## src/verilog/debug_req_gate.sv

```systemverilog
// Post-reset delay counter masking the per-hart debug requests
module debug_req_gate #(
  parameter int unsigned NUM_HARTS          = 2,
  parameter int unsigned DEBUG_DELAY_CYCLES = 500
) (
  input  logic                 clk_i,
  input  logic                 ndmreset_n,
  input  logic [NUM_HARTS-1:0] debug_req_i,
  output logic [NUM_HARTS-1:0] debug_req_o
);

  // Counter keeps at least one bit for a zero delay
  localparam int unsigned CntWidth = $clog2(DEBUG_DELAY_CYCLES + 2);

  logic [CntWidth-1:0] cnt_q;
  logic                gate_open;

  assign gate_open = (cnt_q == '0);

  // Gives the harts time to run their boot code
  always_ff @(posedge clk_i or negedge ndmreset_n) begin
    if (!ndmreset_n) begin
      cnt_q <= CntWidth'(DEBUG_DELAY_CYCLES);
    end else if (!gate_open) begin
      cnt_q <= cnt_q - CntWidth'(1);
    end
  end

  assign debug_req_o = gate_open ? debug_req_i : '0;

endmodule

```

## config.mk

```make
export PLATFORM = sky130hd
export DESIGN_NAME = debug_req_gate
export DESIGN_NICKNAME = d
export VERILOG_FILES = /design/src/verilog/debug_req_gate.sv
export SDC_FILE = /design/constraint.sdc
export NUM_CORES = 1
export LEC_CHECK = 0
export BUFFER_PORTS_ARGS = -buffer_cell sky130_fd_sc_hd__buf_4
export CORE_MARGIN = 2
export CORE_UTILIZATION = 34
export CTS_CLUSTER_DIAMETER = 80
export DETAILED_ROUTE_END_ITERATION = 10
export PLACE_DENSITY = 0.51
export SLEW_MARGIN = 10
export SYNTH_ARGS = -nofsm -noshare
export SYNTH_HDL_FRONTEND = slang
export SYNTH_SLANG_ARGS = --single-unit
```

## constraint.sdc

```tcl
create_clock -name clk_i -period 3.8 [get_ports clk_i]
set_input_delay 0.38 -clock clk_i [delete_from_list [all_inputs] [get_ports clk_i]]
set_output_delay 0.38 -clock clk_i [all_outputs]
set_load 0.03 [all_outputs]
```

**After elaboration in Yosys (flattened, before gate mapping)**

Index checks and enable logic that the tools add are counted.

- Multiplexer cells: 1
- Reduce and logical (&&, ||, !) cells: 1
- Add/sub/neg operators: 1

Operators by type and width:

| cell | number |
|---|---|
| $logic_not A9 Y1 | 1 |
| $sub A9 B1 Y9 const B | 1 |
| $mux W2 | 1 |

- Output and inout port bits: 2
- Input port bits: 4
- Word-level logic and storage cells: 4
- Register bits: 9

**Depth between registers and ports, before layout**

Gate-level depths: netlist of the first run.

- Word-level depth: 2
- Mapped depth: 5
- Gate-level depth less buffers: 5

**Worst setup path before layout of the first run**

OpenSTA, ideal clock, no wires.

- Path type: register to output
- Start point: register cnt_q[3]
- End point: output debug_req_o[0]
- Path slack: 1839 ps
- Data arrival time: 1581 ps
- Stages on the path, launching flop included: 4
- Data required time: 3420 ps
- Buffers on the path: 0
- Cell sequence: dfrtp_1 -> or4_4 -> nor4_4 -> and2_2

- Longest elaborated chain between the ends: 2

Ends and longest elaborated chain:

| element | RTL line | source |
|---|---|---|
| from (decl) | 15 | `logic [CntWidth-1:0] cnt_q;` |
| from (signal assigned) | 23 | `cnt_q <= CntWidth'(DEBUG_DELAY_CYCLES);` |
| from (signal assigned) | 25 | `cnt_q <= cnt_q - CntWidth'(1);` |
| $logic_not A9 Y1 | 18 | `assign gate_open = (cnt_q == '0);` |
| $mux W2 | 29 | `assign debug_req_o = gate_open ? debug_req_i : '0;` |
| to (decl) | 9 | `output logic [NUM_HARTS-1:0] debug_req_o` |

No other way between the ends.

**Worst setup path in the final report of the first run**

Same ends and word-level chain as after synthesis.

==> impl_metrics.yaml, run 1 <==
clocking:
  clock_tree_from_tritoncts: "built"
  htreeDepth: 1
  worst_setup_hold_path_clk_slew_ns: 0.06
  cts_num_sinks: 9
  post_cts.repair.setup_buffers: 0
  cts-resized-gates: 0
  max-clock-path-buffers: 2
  cts_made_buffers: 3
  root_buffer: "clkbuf_4"
  clkLatencyLatePin_ns: 0.26
layout:
  flip_flop_count_of_the_largest_register_after_layout: 9
  largestRegisters: "cnt_q (9)"
  post_route_cells_drive_above_1_share_pct: 44.0
  registers.top_by_ff_count: "cnt_q"
  n_fill_cell: 121
  num_antenna_cells: 0
  layout.nets: 56
  syn_to_final_growth_pct: 20.5
logic_synthesis:
  synth-simple-area-share_pct: 23.5
  postSynth.topFlopCell: "dfstp_2"
  main_combinational_cell_family_by_area_after_synthesis: "simple AND/OR/NAND/NOR gates"
  share_of_the_synthesized_area_in_compound_gates_ao_oa_aoi_oai_pct: 13.9
  syn_nets: 45
  syn_area_um2: 452
  synthXorXnorAreaFrac_pct: 1.94
  syn_avg_cell_area_um2: 11.3
  synthDominantCellAreaShare_pct: 34.9
  muxShareOfSynthArea_pct: 4.71
  synth_cell_types: 20
  synthAdderAreaFrac_pct: 2.77
  synthTopCellsByArea: "dfstp_2, dfrtp_1, o21ai_0, nor4_4, and2_2"
  async_reset_ff_share_pct: 100
  synth-warning-count: 0
  ys_top_cells_by_count: "dfstp_2, o21ai_0, dfrtp_1"
  synth_edf_count: 0
  syn-instance-count: 40
  ys_ff_latch: 9
  seq_area_frac_synth_pct: 51.5
  cell_type_with_the_largest_total_area_after_synthesis: "dfstp_2"
floorplan:
  num_io_pins: 6
  die_w_um: 40.5
  die_h_um: 40.5
  floorplan.rows: 13
  fp.dieArea_mm2: 0.00164
  starting_utilization_of_the_core_area_pct: 35.6
  core-area_mm2: 0.00127
route:
  drt_pass1_iterations: 4
  routed_wire_per_std_cell_um: 11.8
  via_per_inst: 4.98
  drt_first_iter_violations: 6
  antenna_left: 0
  m1WireLength_um: 354
  postRouteWirelength_um: 764
  highest-signal-layer: "met4"
  wl_met3_um: 45
  post-route-drc-count: 0
  met2RoutedLength_um: 351
  num_vias: 324
place:
  gp_congestion: 0.756
  io_buffer_count: 5
  dp_hpwl_um: 572
run:
  timing.max_cap.violations: 0
setup_path:
  path_max_fanout: 6
  crit_path_end_kind: "output pin"
  critPathLaunchType: "flop"
  worst-setup-path-type: "reg2out"
  cp_data_arrival_time_ns: 1.99
  ff2ff_path_depth: 3
  critPathRequiredTime_ns: 3.42
  crit_path_cell_trace: "or4_4 -> nor4_4 -> and2_2 -> buf_4"
  timing.critical_path.slowest_stage_cell: "or4_4"
  worst_path_largest_cell_delay_ns: 0.59
global_routing:
  global_route.usage.total_pct: 12.4
  grt_first_pass_wirelength_um: 1220
  globalRouteOverflowTotal: 0
  grt_antenna_before_repair: 0
  via_count_of_the_first_global_routing_pass: 300
  grt_max_degree: 10
run_status:
  result_of_the_run: "completed"
timing:
  clock-skew-final_ns: 0.00506
  fin_hold_ws_ns: 0.468
  drv_slew: 0
  final_period_util_pct: 62.3
  tightestPinTransition_ns: 0.366
  timing.slew.headroom_pct: 75.5
  timing.setup.tns_ns: 0
  rsz_0062_raised_after_global_routing: "false"
  final-hold-violation-count: 0
  maxClockFrequency_mhz: 423
  final.min_clock_period_ns: 2.37
  timing.final.setup_violations: 0
power_and_ir_drop:
  leakage_uw: 0.000251
  power_density_mw_per_mm2: 329
  ir_worst_vdd_uv: 130
  fin_total_pwr_uw: 179
min_path:
  worst_hold_path_type: "in2async"
## final timing paths
| check | from | endpoint | slack [ns] |
|---|---|---|---|
| setup / recovery | cnt_q[3]$_DFFE_PN0P_ | debug_req_o[0] | 1.43 |
| hold / removal | ndmreset_n | cnt_q[3]$_DFFE_PN0P_ | 0.47 |
| setup reg to reg | cnt_q[3]$_DFFE_PN0P_ | cnt_q[1]$_DFFE_PN0P_ | 2.11 |
| hold reg to reg | cnt_q[0]$_DFFE_PN0P_ | cnt_q[0]$_DFFE_PN0P_ | 0.49 |
| max in group asynchronous | ndmreset_n | cnt_q[2]$_DFFE_PN1P_ | 3.11 |
| min in group clk_i | cnt_q[0]$_DFFE_PN0P_ | cnt_q[0]$_DFFE_PN0P_ | 0.49 |
## through the flow
| stage | instance area, um^2 | setup slack (ns) | utilization, % | std cells |
|---|---|---|---|---|
| 2_1_floorplan | 452 | 1.84 | - | 40 |
| 3_3_place_gp | 508 | 1.72 | 40.0 | 60 |
| 3_5_place_dp | 508 | 1.70 | 40.0 | 60 |
| 4_1_cts | 544 | 1.41 | 42.9 | 65 |
| 5_1_grt | 544 | 1.35 | 42.9 | 65 |
| 6_report | 544 | 1.43 | 42.9 | 65 |
## kinds of logic after synthesis
kind of cell,Yosys count
AND/OR/NAND/NOR,15
AO/OA/AOI/OAI,10
flip-flops,9
buffers and inverters,2
multiplexers,2
XOR/XNOR,1
adder cells (fa/ha/maj),1
## timing repair
item,4_1_cts,5_1_grt
endpoints found under the hold margin,3,0
hold buffers,1,0
setup endpoints to repair,0,0
## per-layer routing
layer,vias up,global-route usage (%)
li1,163,-
met1,154,13.5
met2,5,18.7
met3,2,8.33
met4,0,5.00
met5,-,0
## placed cells by master, fill, tap and decap left out, types with 2 or more instances in the layout
master    instances
and2_2            2
nor2_1            2
dfstp_2           6
or3_1             2
or2_2             2
nand2b_1          2
dfrtp_1           3
clkbuf_4          3
nor3_1            2
buf_4             5
inv_1             2
o31ai_1           2
o21ai_0           6
## worst max-delay path: cells and delay by family, from the launching register on
family	cells	cell delay (ns)
buffers and inverters	1	0.15
DFF	1	0.41
and+or+nand+nor	3	1.16
## area by class of cell
type	instances	area (um^2)	share of cell area, %
timing repair buffer	6	47.5	8.74
multi-input combinational	29	211	38.9
sequential	9	233	42.8
tap	15	18.8	3.45
inverter	2	7.51	1.38
clock buffer	4	26.3	4.83
## power by group
| group | switching, uW | internal (uW) |
|---|---|---|
| Clock | 32.9 | 40.4 |
| Sequential | 0 | 96.2 |
| Combinational | 4.89 | 4.71 |
(Power assumes the default switching activity.)
==> run 2: changes to the inputs <==
- PLACE_DENSITY: 0.51 -> 0.53
- clock period: 3.8 -> 2 ns (I/O delays scaled with it)
==> run 2 against run 1 <==
Utilization is 1.8 points higher. Via count is 10% higher. Die area stayed put. Wire length is 19% higher. Register-to-register slack worse by 1.8 ns. Sequential cell count stayed put. Critical path depth stayed put. Cell count is 4.6% higher. Cell area is 4.1% higher. Sequential share of layout area is 1.7 points lower. Largest power group unchanged.
==> impl_metrics.yaml, run 2 (synthesized netlist as in run 1, its figures left out) <==
run_status:
  result_of_the_run: "completed"
floorplan:
  floorplan.rows: 13
  die_h_um: 40.5
  fp.dieArea_mm2: 0.00164
  core-area_mm2: 0.00127
  die_w_um: 40.5
  starting_utilization_of_the_core_area_pct: 35.6
  num_io_pins: 6
clocking:
  htreeDepth: 1
  root_buffer: "clkbuf_4"
  clock_tree_from_tritoncts: "built"
  cts_made_buffers: 3
  clkLatencyLatePin_ns: 0.26
  max-clock-path-buffers: 2
  cts_num_sinks: 9
  cts-resized-gates: 0
  worst_setup_hold_path_clk_slew_ns: 0.06
layout:
  num_antenna_cells: 0
  largestRegisters: "cnt_q (9)"
  registers.top_by_ff_count: "cnt_q"
  post_route_cells_drive_above_1_share_pct: 47.2
  flip_flop_count_of_the_largest_register_after_layout: 9
  layout_commonest_cell: "buf_4"
  utilization_pct: 44.7
  final_cells: 68
  syn_to_final_growth_pct: 25.5
  layout.cells.most_common_list: "buf_4, o21ai_0, dfstp_2"
  layout.nets: 59
  n_fill_cell: 125
timing:
  final_period_util_pct: 99.1
  tightestPinTransition_ns: 0.324
  clock-skew-final_ns: 0.00339
  final-hold-violation-count: 0
  drv_slew: 0
  final.min_clock_period_ns: 1.98
  rsz_0062_raised_after_global_routing: "true"
  timing.slew.headroom_pct: 78.4
  maxClockFrequency_mhz: 505
  timing.final.setup_violations: 0
setup_path:
  critPathLaunchType: "flop"
  cp_data_arrival_time_ns: 1.78
  worst-setup-path-type: "reg2out"
  path_max_fanout: 3
  crit_path_end_kind: "output pin"
  critPathRequiredTime_ns: 1.80
  ff2ff_path_depth: 5
route:
  via_per_inst: 5.26
  drt_pass1_iterations: 2
  num_vias: 358
  routed_wire_per_std_cell_um: 13.3
  post-route-drc-count: 0
  antenna_left: 0
  drt_first_iter_violations: 6
  postRouteWirelength_um: 906
power_and_ir_drop:
  power_density_mw_per_mm2: 599
  leakage_uw: 0.000264
  ir_worst_vdd_uv: 425
  fin_total_pwr_uw: 340
global_routing:
  global_route.usage.total_pct: 14.1
  grt_antenna_before_repair: 0
  via_count_of_the_first_global_routing_pass: 366
  grt_max_degree: 10
  globalRouteOverflowTotal: 0
  grt_first_pass_wirelength_um: 1450
place:
  gp_congestion: 0.844
  post-place-cells: 61
  io_buffer_count: 5
run:
  timing.max_cap.violations: 0
min_path:
  worst_hold_path_type: "in2async"
==> run 2: what timing repair did <==
item                                    in CTS  in global routing
endpoints found under the setup margin       2                  2
buffers inserted                             0                  2
pin swaps                                    1                  0
hold endpoints to repair                     9                  0
hold buffers                                 1                  0
==> run 2: critical path, stage by stage (launching register included) <==
cell and delay (ns):
dfstp_2 0.37, or4_4 0.56, nor4_4 0.25, and2_2 0.19, buf_4 0.16
==> run 2: routing by layer <==
metal  vias to the layer above  part of all wire (%)  GRT usage, %
li1                        168                     -             -
met1                       184                    40          13.9
met2                         4                    56          25.4
met3                         2                   2.5          5.00
met4                         0                   1.8          7.50
met5                         -                     0             0
==> run 2: final cells by class <==
| class | count | area (um^2) | share of cell area [%] |
|---|---|---|---|
| Timing Repair Buffer | 9 | 70.1 | 12.4 |
| Clock buffer | 4 | 26.3 | 4.64 |
| Tap cell | 15 | 18.8 | 3.31 |
| Multi-Input combinational cell | 29 | 211 | 37.3 |
| Inverter | 2 | 7.51 | 1.32 |
| Sequential cell | 9 | 233 | 41.1 |
==> run 2: path summary, 6_finish.rpt <==
path	slack [ns]	startpoint	end
max reg2reg	0.31	cnt_q[4]$_DFFE_PN1P_	cnt_q[1]$_DFFE_PN0P_
max in group asynchronous	1.48	ndmreset_n	cnt_q[4]$_DFFE_PN1P_
min reg2reg	0.49	cnt_q[0]$_DFFE_PN0P_	cnt_q[0]$_DFFE_PN0P_
min	0.30	ndmreset_n	cnt_q[3]$_DFFE_PN0P_
max	0.02	cnt_q[4]$_DFFE_PN1P_	debug_req_o[1]
min in group clk_i	0.49	cnt_q[0]$_DFFE_PN0P_	cnt_q[0]$_DFFE_PN0P_
==> run 2: through the flow <==
stage,hold WS (ns),setup WS [ns],cell area [um^2],setup TNS [ns]
6_report,0.301,0.0182,567,0
5_1_grt,0.313,-0.0418,567,-0.0700
4_1_cts,0.295,-0.0127,552,-0.0127
3_5_place_dp,0.0267,0.231,515,0
3_3_place_gp,0.0237,0.254,515,0
2_1_floorplan,-0.0956,0.219,452,0
==> run 2: power by group <==
| part | internal [uW] | switching (uW) | total, uW |
|---|---|---|---|
| sequential | 183 | 0 | 183 |
| clock | 76.8 | 61.2 | 138 |
| combinational | 8.98 | 9.88 | 18.9 |
| total | 268 | 71.1 | 340 |
