<file path="config.mk">
export PLATFORM = sky130hd
export DESIGN_NAME = clint_timer_flat
export DESIGN_NICKNAME = d
export VERILOG_FILES = /design/src/verilog/soc_pkg.sv /design/src/verilog/wb_if.sv /design/src/verilog/clint_timer.sv /design/src/flat_wrapper.sv
export SDC_FILE = /design/constraint.sdc
export NUM_CORES = 1
export LEC_CHECK = 0
export BUFFER_PORTS_ARGS = -buffer_cell sky130_fd_sc_hd__buf_2
export CORE_MARGIN = 2
export CORE_UTILIZATION = 50
export DETAILED_ROUTE_END_ITERATION = 8
export HOLD_SLACK_MARGIN = 0.12
export PLACE_DENSITY = 0.67
export SLEW_MARGIN = 20
export SYNTH_ARGS = -nofsm -noshare
export SYNTH_HDL_FRONTEND = slang
export SYNTH_SLANG_ARGS = --single-unit
</file>
<file path="constraint.sdc">
create_clock -name clk_i -period 3.44 [get_ports clk_i]
set_input_delay 0.516 -clock clk_i [delete_from_list [all_inputs] [get_ports clk_i]]
set_output_delay 0.516 -clock clk_i [all_outputs]
set_load 0.01 [all_outputs]
</file>
<file path="src/verilog/soc_pkg.sv">
// Bus widths, slave indices, address rule type, address map and CLINT register offsets
package soc_pkg;

  // --------------------------------------------------
  // Wishbone widths
  // --------------------------------------------------
  localparam int unsigned AddrWidth = 32;
  localparam int unsigned DataWidth = 32;
  localparam int unsigned SelWidth  = DataWidth / 8;

  // Decoder outputs, one per target
  typedef enum logic [1:0] {
    SlvRom   = 2'd0,
    SlvClint = 2'd1,
    SlvRam   = 2'd2
  } slave_idx_e;

  localparam int unsigned NumSlaves = 3;

  typedef struct packed {
    slave_idx_e           idx;
    logic [AddrWidth-1:0] start_addr;
    logic [AddrWidth-1:0] end_addr;
  } addr_rule_t;

  // --------------------------------------------------
  // Address map, end address exclusive
  // --------------------------------------------------
  localparam addr_rule_t AddrMap [NumSlaves] = '{
    '{idx: SlvRom,   start_addr: 32'h0001_0000, end_addr: 32'h0001_0000 + 32'h0000_0040},
    '{idx: SlvClint, start_addr: 32'h0200_0000, end_addr: 32'h0200_0000 + 32'h0001_0000},
    '{idx: SlvRam,   start_addr: 32'h8000_0000, end_addr: 32'h8000_0000 + 32'h0000_1000}
  };

  // CLINT offsets inside its 64 KiB window
  localparam logic [15:0] ClintMsipOffset     = 16'h0000;
  localparam logic [15:0] ClintMtimecmpOffset = 16'h4000;
  localparam logic [15:0] ClintMtimeOffset    = 16'hBFF8;

endpackage

</file>
<file path="src/verilog/wb_if.sv">
// Wishbone classic bus interface with master and slave modports
interface wb_if;

  // Request side, driven by the master
  logic                            cyc;
  logic                            stb;
  logic                            we;
  logic [soc_pkg::AddrWidth-1:0]   adr;
  logic [soc_pkg::DataWidth-1:0]   dat_w;
  logic [soc_pkg::SelWidth-1:0]    sel;

  // Response side, driven by the slave
  logic [soc_pkg::DataWidth-1:0]   dat_r;
  logic                            ack;
  logic                            err;

  modport master (
    output cyc, stb, we, adr, dat_w, sel,
    input  dat_r, ack, err
  );

  modport slave (
    input  cyc, stb, we, adr, dat_w, sel,
    output dat_r, ack, err
  );

endinterface
</file>
<file path="src/verilog/clint_timer.sv">
// CLINT with mtime, per-hart mtimecmp and msip, rtc synchronizer and divide-by-two tick
module clint_timer #(
  parameter int unsigned NUM_HARTS = 2
) (
  input  logic                 clk_i,
  input  logic                 ndmreset_n,
  input  logic                 rtc_i,
  wb_if.slave                  bus,
  output logic [NUM_HARTS-1:0] timer_irq_o,
  output logic [NUM_HARTS-1:0] ipi_o
);

  logic [1:0]                    rtc_sync_q;
  logic                          rtc_prev_q;
  logic                          rtc_rise;
  logic                          rtc_div_q;
  logic                          tick;

  logic [63:0]                   mtime_q;
  logic [63:0]                   mtimecmp_q [NUM_HARTS];
  logic [NUM_HARTS-1:0]          msip_q;

  logic [15:0]                   offset;
  logic                          req;
  logic                          wr;
  logic                          ack_q;
  logic [soc_pkg::DataWidth-1:0] rdata;
  logic [soc_pkg::DataWidth-1:0] dat_q;

  function automatic logic [15:0] msip_addr(int unsigned h);
    return soc_pkg::ClintMsipOffset + 16'(4 * h);
  endfunction

  // Low word of mtimecmp, high word sits 4 bytes above
  function automatic logic [15:0] cmp_addr(int unsigned h);
    return soc_pkg::ClintMtimecmpOffset + 16'(8 * h);
  endfunction

  // --------------------------------------------------
  // rtc sync and tick
  // --------------------------------------------------
  always_ff @(posedge clk_i or negedge ndmreset_n) begin
    if (!ndmreset_n) begin
      rtc_sync_q <= 2'b00;
      rtc_prev_q <= 1'b0;
      rtc_div_q  <= 1'b0;
    end else begin
      rtc_sync_q <= {rtc_sync_q[0], rtc_i};
      rtc_prev_q <= rtc_sync_q[1];
      if (rtc_rise) begin
        rtc_div_q <= ~rtc_div_q;
      end
    end
  end

  assign rtc_rise = rtc_sync_q[1] & ~rtc_prev_q;
  // Every second rtc edge
  assign tick     = rtc_rise & rtc_div_q;

  // --------------------------------------------------
  // Register file
  // --------------------------------------------------
  assign offset = bus.adr[15:0];
  assign req    = bus.cyc & bus.stb & ~ack_q;
  assign wr     = req & bus.we;

  always_ff @(posedge clk_i or negedge ndmreset_n) begin
    if (!ndmreset_n) begin
      mtime_q <= '0;
      msip_q  <= '0;
      for (int h = 0; h < NUM_HARTS; h++) begin
        mtimecmp_q[h] <= '1;
      end
    end else begin
      mtime_q <= mtime_q + 64'(tick);
      // Bus writes win over the increment
      if (wr && offset == soc_pkg::ClintMtimeOffset) begin
        mtime_q[31:0] <= bus.dat_w;
      end
      if (wr && offset == soc_pkg::ClintMtimeOffset + 16'd4) begin
        mtime_q[63:32] <= bus.dat_w;
      end
      for (int h = 0; h < NUM_HARTS; h++) begin
        if (wr && offset == msip_addr(h)) begin
          msip_q[h] <= bus.dat_w[0];
        end
        if (wr && offset == cmp_addr(h)) begin
          mtimecmp_q[h][31:0] <= bus.dat_w;
        end
        if (wr && offset == cmp_addr(h) + 16'd4) begin
          mtimecmp_q[h][63:32] <= bus.dat_w;
        end
      end
    end
  end

  // Undefined offsets read as zero
  always_comb begin
    rdata = '0;
    if (offset == soc_pkg::ClintMtimeOffset) begin
      rdata = mtime_q[31:0];
    end
    if (offset == soc_pkg::ClintMtimeOffset + 16'd4) begin
      rdata = mtime_q[63:32];
    end
    for (int h = 0; h < NUM_HARTS; h++) begin
      if (offset == msip_addr(h)) begin
        rdata = {31'b0, msip_q[h]};
      end
      if (offset == cmp_addr(h)) begin
        rdata = mtimecmp_q[h][31:0];
      end
      if (offset == cmp_addr(h) + 16'd4) begin
        rdata = mtimecmp_q[h][63:32];
      end
    end
  end

  always_ff @(posedge clk_i) begin
    if (req) begin
      dat_q <= rdata;
    end
  end

  always_ff @(posedge clk_i or negedge ndmreset_n) begin
    if (!ndmreset_n) begin
      ack_q <= 1'b0;
    end else begin
      ack_q <= req;
    end
  end

  assign bus.dat_r = dat_q;
  assign bus.ack   = ack_q;
  assign bus.err   = 1'b0;

  // Interrupt outputs straight from the registers
  always_comb begin
    for (int h = 0; h < NUM_HARTS; h++) begin
      timer_irq_o[h] = (mtime_q >= mtimecmp_q[h]);
    end
  end

  assign ipi_o = msip_q;

endmodule

</file>
<file path="src/flat_wrapper.sv">
// flat-port wrapper written by rule: the top's interface ports become plain ports
module clint_timer_flat 
#(
  parameter int unsigned NUM_HARTS = 2
)
  (clk_i, ndmreset_n, rtc_i, timer_irq_o, ipi_o, bus_cyc, bus_stb, bus_we, bus_adr, bus_dat_w, bus_sel, bus_dat_r, bus_ack, bus_err);
  wb_if bus_i ();
  input  logic clk_i;
  input  logic ndmreset_n;
  input  logic rtc_i;
  output logic [NUM_HARTS-1:0] timer_irq_o;
  output logic [NUM_HARTS-1:0] ipi_o;
  input wire logic [$bits(bus_i.cyc)-1:0] bus_cyc;
  input wire logic [$bits(bus_i.stb)-1:0] bus_stb;
  input wire logic [$bits(bus_i.we)-1:0] bus_we;
  input wire logic [$bits(bus_i.adr)-1:0] bus_adr;
  input wire logic [$bits(bus_i.dat_w)-1:0] bus_dat_w;
  input wire logic [$bits(bus_i.sel)-1:0] bus_sel;
  output wire logic [$bits(bus_i.dat_r)-1:0] bus_dat_r;
  output wire logic [$bits(bus_i.ack)-1:0] bus_ack;
  output wire logic [$bits(bus_i.err)-1:0] bus_err;
  assign bus_i.cyc = bus_cyc;
  assign bus_i.stb = bus_stb;
  assign bus_i.we = bus_we;
  assign bus_i.adr = bus_adr;
  assign bus_i.dat_w = bus_dat_w;
  assign bus_i.sel = bus_sel;
  assign bus_dat_r = bus_i.dat_r;
  assign bus_ack = bus_i.ack;
  assign bus_err = bus_i.err;
  clint_timer #(.NUM_HARTS(NUM_HARTS)) u_core (.clk_i(clk_i), .ndmreset_n(ndmreset_n), .rtc_i(rtc_i), .bus(bus_i), .timer_irq_o(timer_irq_o), .ipi_o(ipi_o));
endmodule
</file>
==> Word-level counts from Yosys, hierarchy flattened <==
Index checks and enable logic that the tools add are counted.
{ "word_totals": {"register_bits": 231, "input_bits": 74, "out_inout_bits": 38, "wordCells": 49} }
{ "op_classes": {"addsub": 1, "n_lt_le_gt_ge": 2, "n_eq_ne": 7, "muxes": 10, "n_bitwise": 8, "n_reduce_logical": 9} }
{ "ops": {"columns": ["cell", "n"], "rows": [
  ["32-bit two-way mux", 10],
  ["64-bit greater-or-equal comparator", 2],
  ["64-bit by 1-bit adder with 64-bit output", 1],
  ["16-bit by 15-bit equality test with 1-bit output (second input constant)", 4],
  ["16-bit equality test (second input constant)", 2],
  ["16-bit by 3-bit equality test with 1-bit output (second input constant)", 1],
  ["16-bit zero test", 1],
  ["1-bit logical AND", 8],
  ["1-bit AND", 5],
  ["1-bit inverter", 3]
]} }

==> Depth between registers and ports, before layout <==
Gate-level depths: netlist of run 1.
{ "depth": {"word_depth": 9, "ltp_mapped": 12, "ltp_nobuf": 11} }

==> Least setup slack after synthesis of run 1 <==
Ideal clock, no wire load.
{ "synth_timing": {"path_type": "input port to flip-flop", "start": "input bus_cyc", "end": "register u_core.mtimecmp_q[103] in the netlist's numbering", "setup_time_ps": 85, "t_arrival_ps": 3375, "required_time_ps": 3355, "slack_ps": -20, "cell_stages": 7, "path_buffers": 2, "path_cell_list": "nand2_1 > nor2_1 > nand2_1 > or3_1 > clkbuf_1 > buf_1 > mux2_1"} }
{ "synth_via": {"elab_chain_cells": 4} }
{ "synth_rtl": {"columns": ["element", "line", "rtl"], "rows": [
  ["from (decl)", "flat_wrapper.sv:13", "input wire logic [$bits(bus_i.cyc)-1:0] bus_cyc;"],
  ["1-bit AND (2 in series)", "clint_timer.sv:64", "assign req = bus.cyc & bus.stb & ~ack_q;"],
  ["via u_core.req", "clint_timer.sv:24", "logic req;"],
  ["1-bit AND", "clint_timer.sv:65", "assign wr = req & bus.we;"],
  ["1-bit logical AND", "clint_timer.sv:90", "if (wr && offset == cmp_addr(h) + 16'd4) begin"],
  ["to (signal, indexed assignment)", "clint_timer.sv:88", "mtimecmp_q[h][31:0] <= bus.dat_w;"],
  ["to (signal, indexed assignment)", "clint_timer.sv:91", "mtimecmp_q[h][63:32] <= bus.dat_w;"],
  ["to (decl)", "clint_timer.sv:20", "logic [63:0] mtimecmp_q [NUM_HARTS];"]
]} }
The timed path passes the listed nets, and every way through them passes these cells.
A chain may end at the register's enable or synchronous reset.

==> Final worst setup path of run 1 <==
{ "layout_timing": {"start": "register u_core.mtimecmp_q[39] in the netlist's numbering", "end": "output timer_irq_o[1]"} }
{ "layout_via": {"elab_chain_cells": 1} }
{ "layout_rtl": {"columns": ["element", "line", "rtl"], "rows": [
  ["64-bit greater-or-equal comparator", "clint_timer.sv:140", "timer_irq_o[h] = (mtime_q >= mtimecmp_q[h]);"],
  ["to (decl)", "flat_wrapper.sv:11", "output logic [NUM_HARTS-1:0] timer_irq_o;"]
]} }
Every way passes these cells.

==> impl_metrics.csv, run 1 <==
group,metric,value,unit
power_and_ir_drop,power.switching,1.78,mW
sta,worst_hold_slack,0.250,ns
critical_path,crit-reg2reg-launch,"u_core.rtc_prev_q",
synthesis,synthArstFlopShare,86.1,%
cells_and_area,drive_gt1_share,29.6,%
synthesis,syn_area,13800,um2
critical_path,r2r_end,"u_core.mtime_q[38]",
sta,fmax,294,MHz
worst_hold_path,hold_path_class,"in -> reg",
power_and_ir_drop,vdd_drop_max,0.481,mV
synthesis,synth-seq-area-share,44.3,%
route,vias,10800,
clock_network,clockBufferDepth,3,
power_and_ir_drop,seqPwrFrac,45.2,%
synthesis,ys.flop_type,"dfstp_2",
critical_path,worstPathArrival,2.88,ns
route,remaining_drc_errors,0,
cells_and_area,area_growth,15.2,%
clock_network,numClockSinks,231,
cells_and_area,mostFrequentLayoutCells,"133 x inv_1, 129 x ha_1, 128 x dfstp_2, 114 x nand2_1, 101 x mux2_2",
grt,grt_antenna_before_repair,0,
sta,rsz0062_at_grt,"yes",
critical_path,reg2reg_setup_slack,0.56,ns
sta,setup_ws,0.0439,ns
floorplan,rows,60,
sta,worstMarginPinSlew,0.790,ns
sta,hold_violations,0,
clock_network,cts_buffers,27,
placed_design,gp_congestion,0.899,
critical_path,endpoint,"timer_irq_o[1]",
cells_and_area,mostFrequentLayoutCell,"inv_1",
placed_design,dp.cells,1756,
power_and_ir_drop,p_clk_share,42.1,%
route,topRoutingLayerUsed,"met4",
grt,track_usage,26.4,%
placed_design,pre_cts_slack,0.339,ns
critical_path,startpoint,"u_core.mtimecmp_q[39]",
cells_and_area,fillerInstances,2290,
critical_path,worstRegToRegCells,13,
synthesis,synth_edf_count,32,
critical_path,cp_slowest_stage_delay,0.54,ns
clock_network,path_clk_slew,0.06,ns
route,drtIter0Drc,1028,
power_and_ir_drop,p_leak,6.58,nW
synthesis,syn_area_per_cell,10.3,um2
sta,drv_slew,0,
synthesis,synth_nets,1543,
cells_and_area,finalNonFillerCells,1812,
route,post_drt_wl_per_cell,20.7,um
synthesis,ys_ff_latch,231,
sta,period_share,98.7,%
power_and_ir_drop,internal-power,4.96,mW
placed_design,place_area,14800,um2
route,antenna_left,0,
critical_path,path_max_fanout,2,
route,vias_per_cell,5.99,
route,met1_length,16900,um
sta,fin_skew,0.0189,ns
clock_network,clock_tree.root_cell,"clkbuf_16",
route,dr.pass1.iters,6,
floorplan,dieArea,28900,um2
cells_and_area,fin_util,58.7,%
clock_network,insertion_delay,0.54,ns
critical_path,crit_required,2.92,ns
synthesis,synthCells,1339,
critical_path,cp_slowest_cell,"dfstp_2",
critical_path,critPathKind,"reg -> out",
synthesis,synth_warnings,0,
grt,grt_pass1_vias,10800,
critical_path,path_cells,"inv_2, ha_4, a21o_1, or4_4, o22ai_2, o21ai_1, a211o_1, a31oi_4, o21ai_2, buf_2",
critical_path,worst_setup_path_end_kind,"primary output",
route,drt_wl_total,37600,um
clock_network,cts_tree,"yes",
outcome,status,"completed",
sta,setup_violations,0,
grt,gr-total-overflow,0,
floorplan,die_w,170,um
sta,relSlewSlack,47.3,%
placed_design,hpwl,26500,um
floorplan,die_h,170,um
sta,min_period,3.40,ns
power_and_ir_drop,p_comb_share,12.7,%
floorplan,initial_core_util,51.0,%
job,maxCapViolCount,0,
grt,grt_pass1_wl,59700,um
critical_path,crit_path_start_kind,"flip-flop",
clock_network,htree_levels,1,
grt,grt_max_degree,93,
cells_and_area,final_cell_area,15900,um2
cells_and_area,nNetsFinal,1655,
route,wl_met3,2230,um
power_and_ir_drop,power_density,425,nW/um2
synthesis,synth_cell_types,55,
power_and_ir_drop,switching_share,26.3,%
cells_and_area,num_antenna_cells,0,
floorplan,placeableCoreArea,27000,um2
placed_design,port_buffers,90,
floorplan,ios,112,
route,met2_wirelength,17500,um
## stage by stage
step | power, mW | TNS, ns
detailed placement | 3.92 | 0
floorplan | 3.55 | 0
CTS | 6.78 | -0.00185
global route | 7.03 | -0.0702
finish | 6.74 | 0
global placement | 3.89 | 0
## power by group through the flow
stage	Sequential, mW	Clock, mW	Combinational, mW
floorplan	3.07	0	0.480
global placement	3.08	0	0.813
detailed placement	3.08	0	0.842
CTS	3.04	2.88	0.854
global route	3.06	3.01	0.965
finish	3.05	2.84	0.856
## per-layer routing
| layer | GRT usage [%] | vias to the layer above |
|---|---|---|
| met5 | 0 | - |
| met4 | 6.87 | 0 |
| met3 | 4.05 | 64 |
| met2 | 43.8 | 354 |
| met1 | 36.2 | 5360 |
| li1 | - | 5071 |
## synthesized netlist by cell type (3+ instances only)
library cell / count / area (um2)
a211oi_1: 11 / 82.6
a21o_1: 11 / 82.6
a21oi_1: 59 / 295
a221oi_1: 3 / 26.3
a222oi_1: 31 / 310
and2_1: 5 / 31.3
and3_1: 20 / 125
and4_1: 6 / 52.6
buf_1: 10 / 37.5
buf_2: 4 / 20.0
buf_6: 3 / 33.8
clkbuf_1: 37 / 139
dfrtp_1: 71 / 1780
dfstp_2: 128 / 3360
edfxtp_1: 32 / 961
ha_1: 130 / 1630
inv_1: 134 / 503
mux2_2: 101 / 1140
mux2i_1: 32 / 320
nand2_1: 114 / 428
nand3_1: 40 / 200
nand4_1: 37 / 231
nor2_1: 75 / 282
nor3_1: 15 / 75.1
nor4_1: 7 / 43.8
o211ai_1: 3 / 22.5
o21ai_0: 87 / 435
o221ai_1: 32 / 280
o22ai_1: 4 / 25.0
xnor2_1: 27 / 236
xor2_1: 36 / 315
## what timing repair did
action                                  4_1_cts  5_1_grt
pin swaps                                     6       12
resized for setup                            16       18
setup buffers                                 2        3
endpoints found under the setup margin        2        2
hold buffers                                  2        0
hold endpoints to repair                     35        0
## sequential cells by signal, summed over array words and instances, names as in the netlist
register / count
u_core.mtimecmp_q: 128
u_core.mtime_q: 64
u_core.bus.dat_r: 32
u_core.ipi_o: 2
u_core.rtc_sync_q: 2
u_core.bus.ack: 1
u_core.rtc_div_q: 1
u_core.rtc_prev_q: 1
## worst max-delay path: cells and delay by family, from the launching register on
kind	cells	cell delay, ns
compound gates	6	0.98
flops	1	0.54
fa+ha+maj	1	0.21
buf+inv	2	0.20
simple gates	1	0.41
## cells by family (layout without fill, tap and decap cells)
family	count (synthesis)	after routing	synth area share (%)
muxes	136	136	10.9
xor gates and xnor gates	63	63	4.01
buffers and inverters	191	323	5.46
other	1	1	0.0272
DFF	231	231	44.3
and+or+nand+nor	330	330	11.3
adders and majority gates	130	130	11.8
AOI/OAI and AO/OA	257	257	12.2
## final cells by class
type / instances / area, um2 / share of cell area [%]
clock buffer: 38 / 737 / 4.65
clock inverter: 11 / 130 / 0.820
inverter: 135 / 507 / 3.19
multi-input combinational: 917 / 7090 / 44.7
sequential: 231 / 6100 / 38.5
tap: 341 / 427 / 2.69
timing repair buffer: 139 / 870 / 5.48
## worst min path at each step
| stage | slack, ns | cells past startpoint | from | endpoint |
|---|---|---|---|---|
| floorplan | 0.22 | 0 | ndmreset_n | u_core.bus.ack |
| global placement | 0.34 | 0 | u_core.rtc_sync_q[0] | u_core.rtc_sync_q[1] |
| detailed placement | 0.35 | 0 | u_core.rtc_sync_q[0] | u_core.rtc_sync_q[1] |
| CTS | 0.24 | 3 | bus_dat_w[15] | u_core.mtimecmp_q[15] |
| global route | 0.26 | 3 | bus_dat_w[2] | u_core.mtimecmp_q[2] |
| finish | 0.25 | 3 | bus_dat_w[27] | u_core.mtimecmp_q[27] |
No activity file was read; power rests on OpenSTA's default activity.
==> inputs of run 2 (changes only) <==
- BUFFER_PORTS_ARGS: -buffer_cell sky130_fd_sc_hd__buf_2 -> default
- CORE_UTILIZATION: 50 -> 35
- CTS_CLUSTER_SIZE: default -> 16
- DONT_BUFFER_PORTS: default -> 1
- PLACE_DENSITY: 0.67 -> 0.47
==> impl_metrics.csv, run 2 (synthesis gave the netlist of run 1 again) <==
group,metric,value,unit
route,vias,10400,
sta,min_period,3.42,ns
clock_network,numClockSinks,231,
placed_design,gp_congestion,0.840,
grt,grt_pass1_vias,10700,
clock_network,path_clk_slew,0.06,ns
clock_network,cts_hold_buf,33,
sta,worstMarginPinSlew,0.932,ns
floorplan,initial_core_util,35.5,%
grt,grt_antenna_before_repair,1,
route,drt_wl_total,42400,um
grt,grt_max_degree,200,
floorplan,rows,72,
sta,relSlewSlack,37.9,%
critical_path,cp_slowest_stage_delay,0.53,ns
critical_path,path_cells,"inv_2, ha_4, a21o_1, or4_1, o22ai_2, o21ai_1, a211o_1, a31oi_4, o21ai_2, buf_6",
floorplan,ios,112,
cells_and_area,largest_reg_flops,128,
placed_design,dp.cells,1841,
sta,hold_violations,114,
route,dr.pass1.iters,5,
critical_path,worstPathArrival,2.90,ns
cells_and_area,finalNonFillerCells,1935,
route,vias_per_cell,5.37,
critical_path,cp_slowest_cell,"dfstp_2",
critical_path,crit_required,2.92,ns
clock_network,cts_buffers,29,
cells_and_area,mostFrequentLayoutCells,"129 x inv_1, 128 x dfstp_2, 121 x ha_1, 113 x nand2_1, 101 x mux2_2",
sta,fin_skew,0.0333,ns
critical_path,reg2reg_setup_slack,0.44,ns
sta,setup_violations,0,
cells_and_area,top_register,"u_core.mtimecmp_q",
cells_and_area,area_growth,17.2,%
critical_path,critPathKind,"reg -> out",
critical_path,worst_setup_path_end_kind,"primary output",
sta,final.setup.tns,0,ns
power_and_ir_drop,p_total,6.81,mW
cells_and_area,fillerInstances,3839,
floorplan,die_h,202,um
clock_network,htree_levels,1,
critical_path,critPathTopFamily,"compound AO/OA/AOI/OAI gates",
clock_network,clock_tree.root_cell,"clkbuf_16",
outcome,status,"complete, but fails checks",
route,drtIter0Drc,651,
route,remaining_drc_errors,0,
placed_design,port_buffers,0,
sta,period_share,99.4,%
grt,track_usage,20.7,%
sta,worst_hold_slack,-0.367,ns
critical_path,crit-reg2reg-launch,"u_core.rtc_prev_q",
outcome,violations,"negative hold slack",
sta,fmax,293,MHz
critical_path,path_max_fanout,2,
job,maxCapViolCount,0,
power_and_ir_drop,vdd_drop_max,0.353,mV
cells_and_area,seq_area,6100,um2
floorplan,die_w,202,um
power_and_ir_drop,power_density,422,nW/um2
cells_and_area,mostFrequentLayoutCell,"inv_1",
sta,drv_slew,0,
worst_hold_path,hold_path_class,"in -> async",
placed_design,hpwl,28600,um
placed_design,place_area,14500,um2
route,antenna_left,0,
sta,rsz0062_at_grt,"yes",
route,post_drt_wl_per_cell,21.9,um
critical_path,crit_path_start_kind,"flip-flop",
cells_and_area,drive_gt1_share,26.1,%
floorplan,dieArea,40900,um2
grt,gr-total-overflow,0,
clock_network,clockBufferDepth,3,
floorplan,placeableCoreArea,38700,um2
grt,grt_pass1_wl,65400,um
power_and_ir_drop,p_leak,6.38,nW
clock_network,cts_tree,"yes",
critical_path,path_buf_inv,2,
cells_and_area,nNetsFinal,1597,
critical_path,worstRegToRegCells,11,
cells_and_area,multi_input_area,7240,um2
cells_and_area,final_cell_area,16100,um2
clock_network,insertion_delay,0.58,ns
critical_path,r2r_end,"u_core.mtime_q[46]",
[run 2: cell types whose count changed in the layout (fill, tap and decap cells not counted), moves of 5 or more]
cell,before,now
ha_4,1,9
a211oi_1,10,5
buf_2,89,0
ha_1,129,121
a211oi_2,1,6
dlygate4sd3_1,2,33
[run 2: final cells by class]
class | count | share of cell area (%)
Antenna cell | 1 | 0.0155
Clock buffer | 36 | 4.78
Multi-Input combinational cell | 917 | 44.8
Clock inverter | 18 | 0.938
Sequential cell | 231 | 37.8
Inverter | 135 | 3.14
Timing Repair Buffer | 79 | 4.49
Tap cell | 518 | 4.01
[run 2: per-stage QoR]
stage	util [%]	hold slack (ns)	setup slack (ns)
2_1_floorplan	-	0.220	0.590
3_5_place_dp	37.5	0.230	0.304
4_1_cts	41.2	-0.391	-0.0120
5_1_grt	41.7	-0.393	-0.125
3_3_place_gp	37.5	0.229	0.278
6_report	41.7	-0.367	0.0220
[run 2: worst max path at each step]
| stage | start | to | slack, ns | cells after the start |
|---|---|---|---|---|
| 5_1_grt | u_core.mtimecmp_q[116] | timer_irq_o[0] | -0.12 | 11 |
| 6_report | u_core.mtimecmp_q[39] | timer_irq_o[1] | 0.02 | 10 |
| 3_5_place_dp | u_core.mtimecmp_q[35] | timer_irq_o[1] | 0.30 | 10 |
| 2_1_floorplan | bus_cyc | u_core.mtimecmp_q[103] | 0.59 | 7 |
| 3_3_place_gp | u_core.mtimecmp_q[36] | timer_irq_o[1] | 0.28 | 10 |
| 4_1_cts | u_core.mtimecmp_q[39] | timer_irq_o[1] | -0.01 | 10 |
[run 2: where the power goes]
group	switching, mW	internal (mW)
clock	1.27	1.74
sequential	0.172	2.89
combinational	0.395	0.352
[run 2: routing by layer]
layer  share of wire [%]  GRT usage, %
met1                  48          29.3
met2                  46          33.5
met3                 3.9          2.72
met4                 2.0          5.50
met5                   0             0
[run 2: repair_timing]
item / in CTS / in global routing
gates resized for setup: 28 / 31
setup buffers: 4 / 2
endpoints found under the hold margin: 394 / 199
endpoints found under the setup margin: 2 / 2
pin swaps: 21 / 23
[run 2: worst register-to-register path, delay by kind of cell (launching register included)]
| family | cells | cell delay (ns) |
|---|---|---|
| simple gates | 7 | 1.73 |
| fa+ha+maj | 2 | 0.52 |
| flops | 1 | 0.35 |
| xor+xnor | 1 | 0.15 |
| compound gates | 1 | 0.15 |
==> inputs of run 3 (changes only) <==
==> constraint.sdc (replaced) <==
create_clock -name clk_i -period 3.44 [get_ports clk_i]
set_input_delay 0.516 -clock clk_i [delete_from_list [all_inputs] [get_ports clk_i]]
set_output_delay 0.516 -clock clk_i [all_outputs]
set_load 0.1 [all_outputs]
==> impl_metrics.csv, run 3 (synthesis gave the netlist of run 1 again) <==
group,metric,value,unit
floorplan,die_h,202,um
sta,worst_hold_slack,-0.350,ns
grt,use_met2,32.7,%
clock_network,cts_tree,"yes",
floorplan,rows,72,
critical_path,cp_slowest_cell,"dfstp_2",
power_and_ir_drop,p_leak,6.45,nW
power_and_ir_drop,power_density,429,nW/um2
sta,period_share,101,%
power_and_ir_drop,switching_share,27.5,%
critical_path,critPathTopFamily,"compound AO/OA/AOI/OAI gates",
critical_path,path_max_fanout,2,
clock_network,insertion_delay,0.57,ns
grt,grt_antenna_before_repair,1,
critical_path,worstPathArrival,2.97,ns
clock_network,clock_tree.root_cell,"clkbuf_16",
cells_and_area,top_register,"u_core.mtimecmp_q",
sta,setup_violations,1,
cells_and_area,final_cell_area,16300,um2
worst_hold_path,hold_path_class,"in -> async",
grt,grt_max_degree,200,
route,drt_wl_total,42000,um
route,post_drt_wl_per_cell,21.5,um
floorplan,dieArea,40900,um2
cells_and_area,area_growth,18.3,%
clock_network,numClockSinks,231,
clock_network,clockBufferDepth,3,
power_and_ir_drop,internal-power,5.07,mW
critical_path,crit_path_start_kind,"flip-flop",
route,drtIter0Drc,712,
sta,rsz0062_at_grt,"yes",
grt,grt_pass1_wl,64800,um
power_and_ir_drop,seqPwrFrac,44.3,%
critical_path,critPathKind,"reg -> out",
critical_path,worst_setup_path_end_kind,"primary output",
floorplan,die_w,202,um
sta,relSlewSlack,27.4,%
route,remaining_drc_errors,0,
grt,gr-total-overflow,0,
critical_path,cp_slowest_stage_delay,0.54,ns
power_and_ir_drop,vdd_drop_max,0.303,mV
outcome,violations,"negative hold slack, negative setup slack",
critical_path,worstRegToRegCells,11,
sta,min_period,3.49,ns
grt,track_usage,20.5,%
sta,fin_skew,0.0144,ns
grt,gr-usage-met3,3.13,%
placed_design,hpwl,28700,um
critical_path,crit-reg2reg-launch,"u_core.rtc_prev_q",
critical_path,crit_required,2.92,ns
clock_network,cts_buffers,29,
route,antenna_left,0,
route,dr.pass1.iters,8,
power_and_ir_drop,power.switching,1.92,mW
sta,final.setup.tns,-0.0504,ns
cells_and_area,drive_gt1_share,27.6,%
cells_and_area,mostFrequentLayoutCells,"128 x inv_1, 128 x dfstp_2, 122 x ha_1, 114 x nand2_1, 101 x mux2_2",
cells_and_area,fin_util,42.1,%
grt,top_usage_layer,"met2",
grt,grt_pass1_vias,10600,
floorplan,ios,112,
critical_path,r2r_end,"u_core.mtime_q[44]",
sta,drv_slew,0,
grt,use_met1,29.2,%
power_and_ir_drop,p_clk_share,43.3,%
placed_design,place_area,14600,um2
floorplan,placeableCoreArea,38700,um2
clock_network,htree_levels,1,
power_and_ir_drop,p_total,6.99,mW
job,maxCapViolCount,0,
sta,setup_ws,-0.0504,ns
route,vias,10400,
cells_and_area,nNetsFinal,1614,
critical_path,path_buf_inv,2,
clock_network,path_clk_slew,0.06,ns
route,vias_per_cell,5.33,
cells_and_area,largest_reg_flops,128,
clock_network,cts_hold_buf,33,
critical_path,reg2reg_setup_slack,0.46,ns
outcome,status,"complete, but fails checks",
sta,fmax,286,MHz
power_and_ir_drop,p_comb_share,12.4,%
sta,worstMarginPinSlew,1.09,ns
critical_path,path_cells,"inv_2, ha_4, a21o_1, or4_4, o22ai_2, o21ai_1, a211o_1, a31oi_4, o21ai_4, buf_12",
floorplan,initial_core_util,35.5,%
placed_design,port_buffers,0,
sta,hold_violations,199,
placed_design,gp_congestion,0.844,
run 3: layout make-up:
type                            instances  area (um2)
Fill cell                            3807       22400
Multi-Input combinational cell        917        7250
Sequential cell                       231        6100
Timing Repair Buffer                   96         841
Clock buffer                           39         803
Tap cell                              518         648
Inverter                              135         507
Clock inverter                         15         145
Antenna cell                            1        2.50
run 3: per-stage QoR:
stage	setup slack [ns]	instances
final	-0.0504	1952
after global routing	-0.106	1952
after CTS	-0.0949	1950
after detailed placement	0.221	1854
after global placement	0.149	1854
after floorplan	-0.117	1339
run 3: timing repair:
item	CTS	global route
setup endpoints to repair	2	2
pin swaps	25	23
buffers inserted	9	1
endpoints found under the hold margin	394	199
resized for setup	39	22
run 3: power groups by stage:
| stage | clock [mW] | combinational [mW] | sequential [mW] |
|---|---|---|---|
| after floorplan | 0 | 0.484 | 3.14 |
| after global placement | 0 | 0.739 | 3.14 |
| after detailed placement | 0 | 0.752 | 3.14 |
| after CTS | 3.13 | 0.829 | 3.09 |
| after global routing | 3.22 | 0.968 | 3.11 |
| final | 3.02 | 0.868 | 3.10 |
run 3: how the worst max path moves through the flow:
stage / from / to / slack, ns / cells after the start
2_1_floorplan: u_core.mtimecmp_q[75] / timer_irq_o[0] / -0.12 / 9
3_3_place_gp: u_core.mtimecmp_q[36] / timer_irq_o[1] / 0.15 / 10
3_5_place_dp: u_core.mtimecmp_q[35] / timer_irq_o[1] / 0.22 / 10
4_1_cts: u_core.mtimecmp_q[39] / timer_irq_o[1] / -0.09 / 10
5_1_grt: u_core.mtimecmp_q[39] / timer_irq_o[1] / -0.11 / 10
6_report: u_core.mtimecmp_q[39] / timer_irq_o[1] / -0.05 / 10
run 3: metal layers:
metal | vias up | wire length, um
li1 | 4985 | -
met1 | 5152 | 20200
met2 | 218 | 19100
met3 | 55 | 1810
met4 | 0 | 865
met5 | - | 0
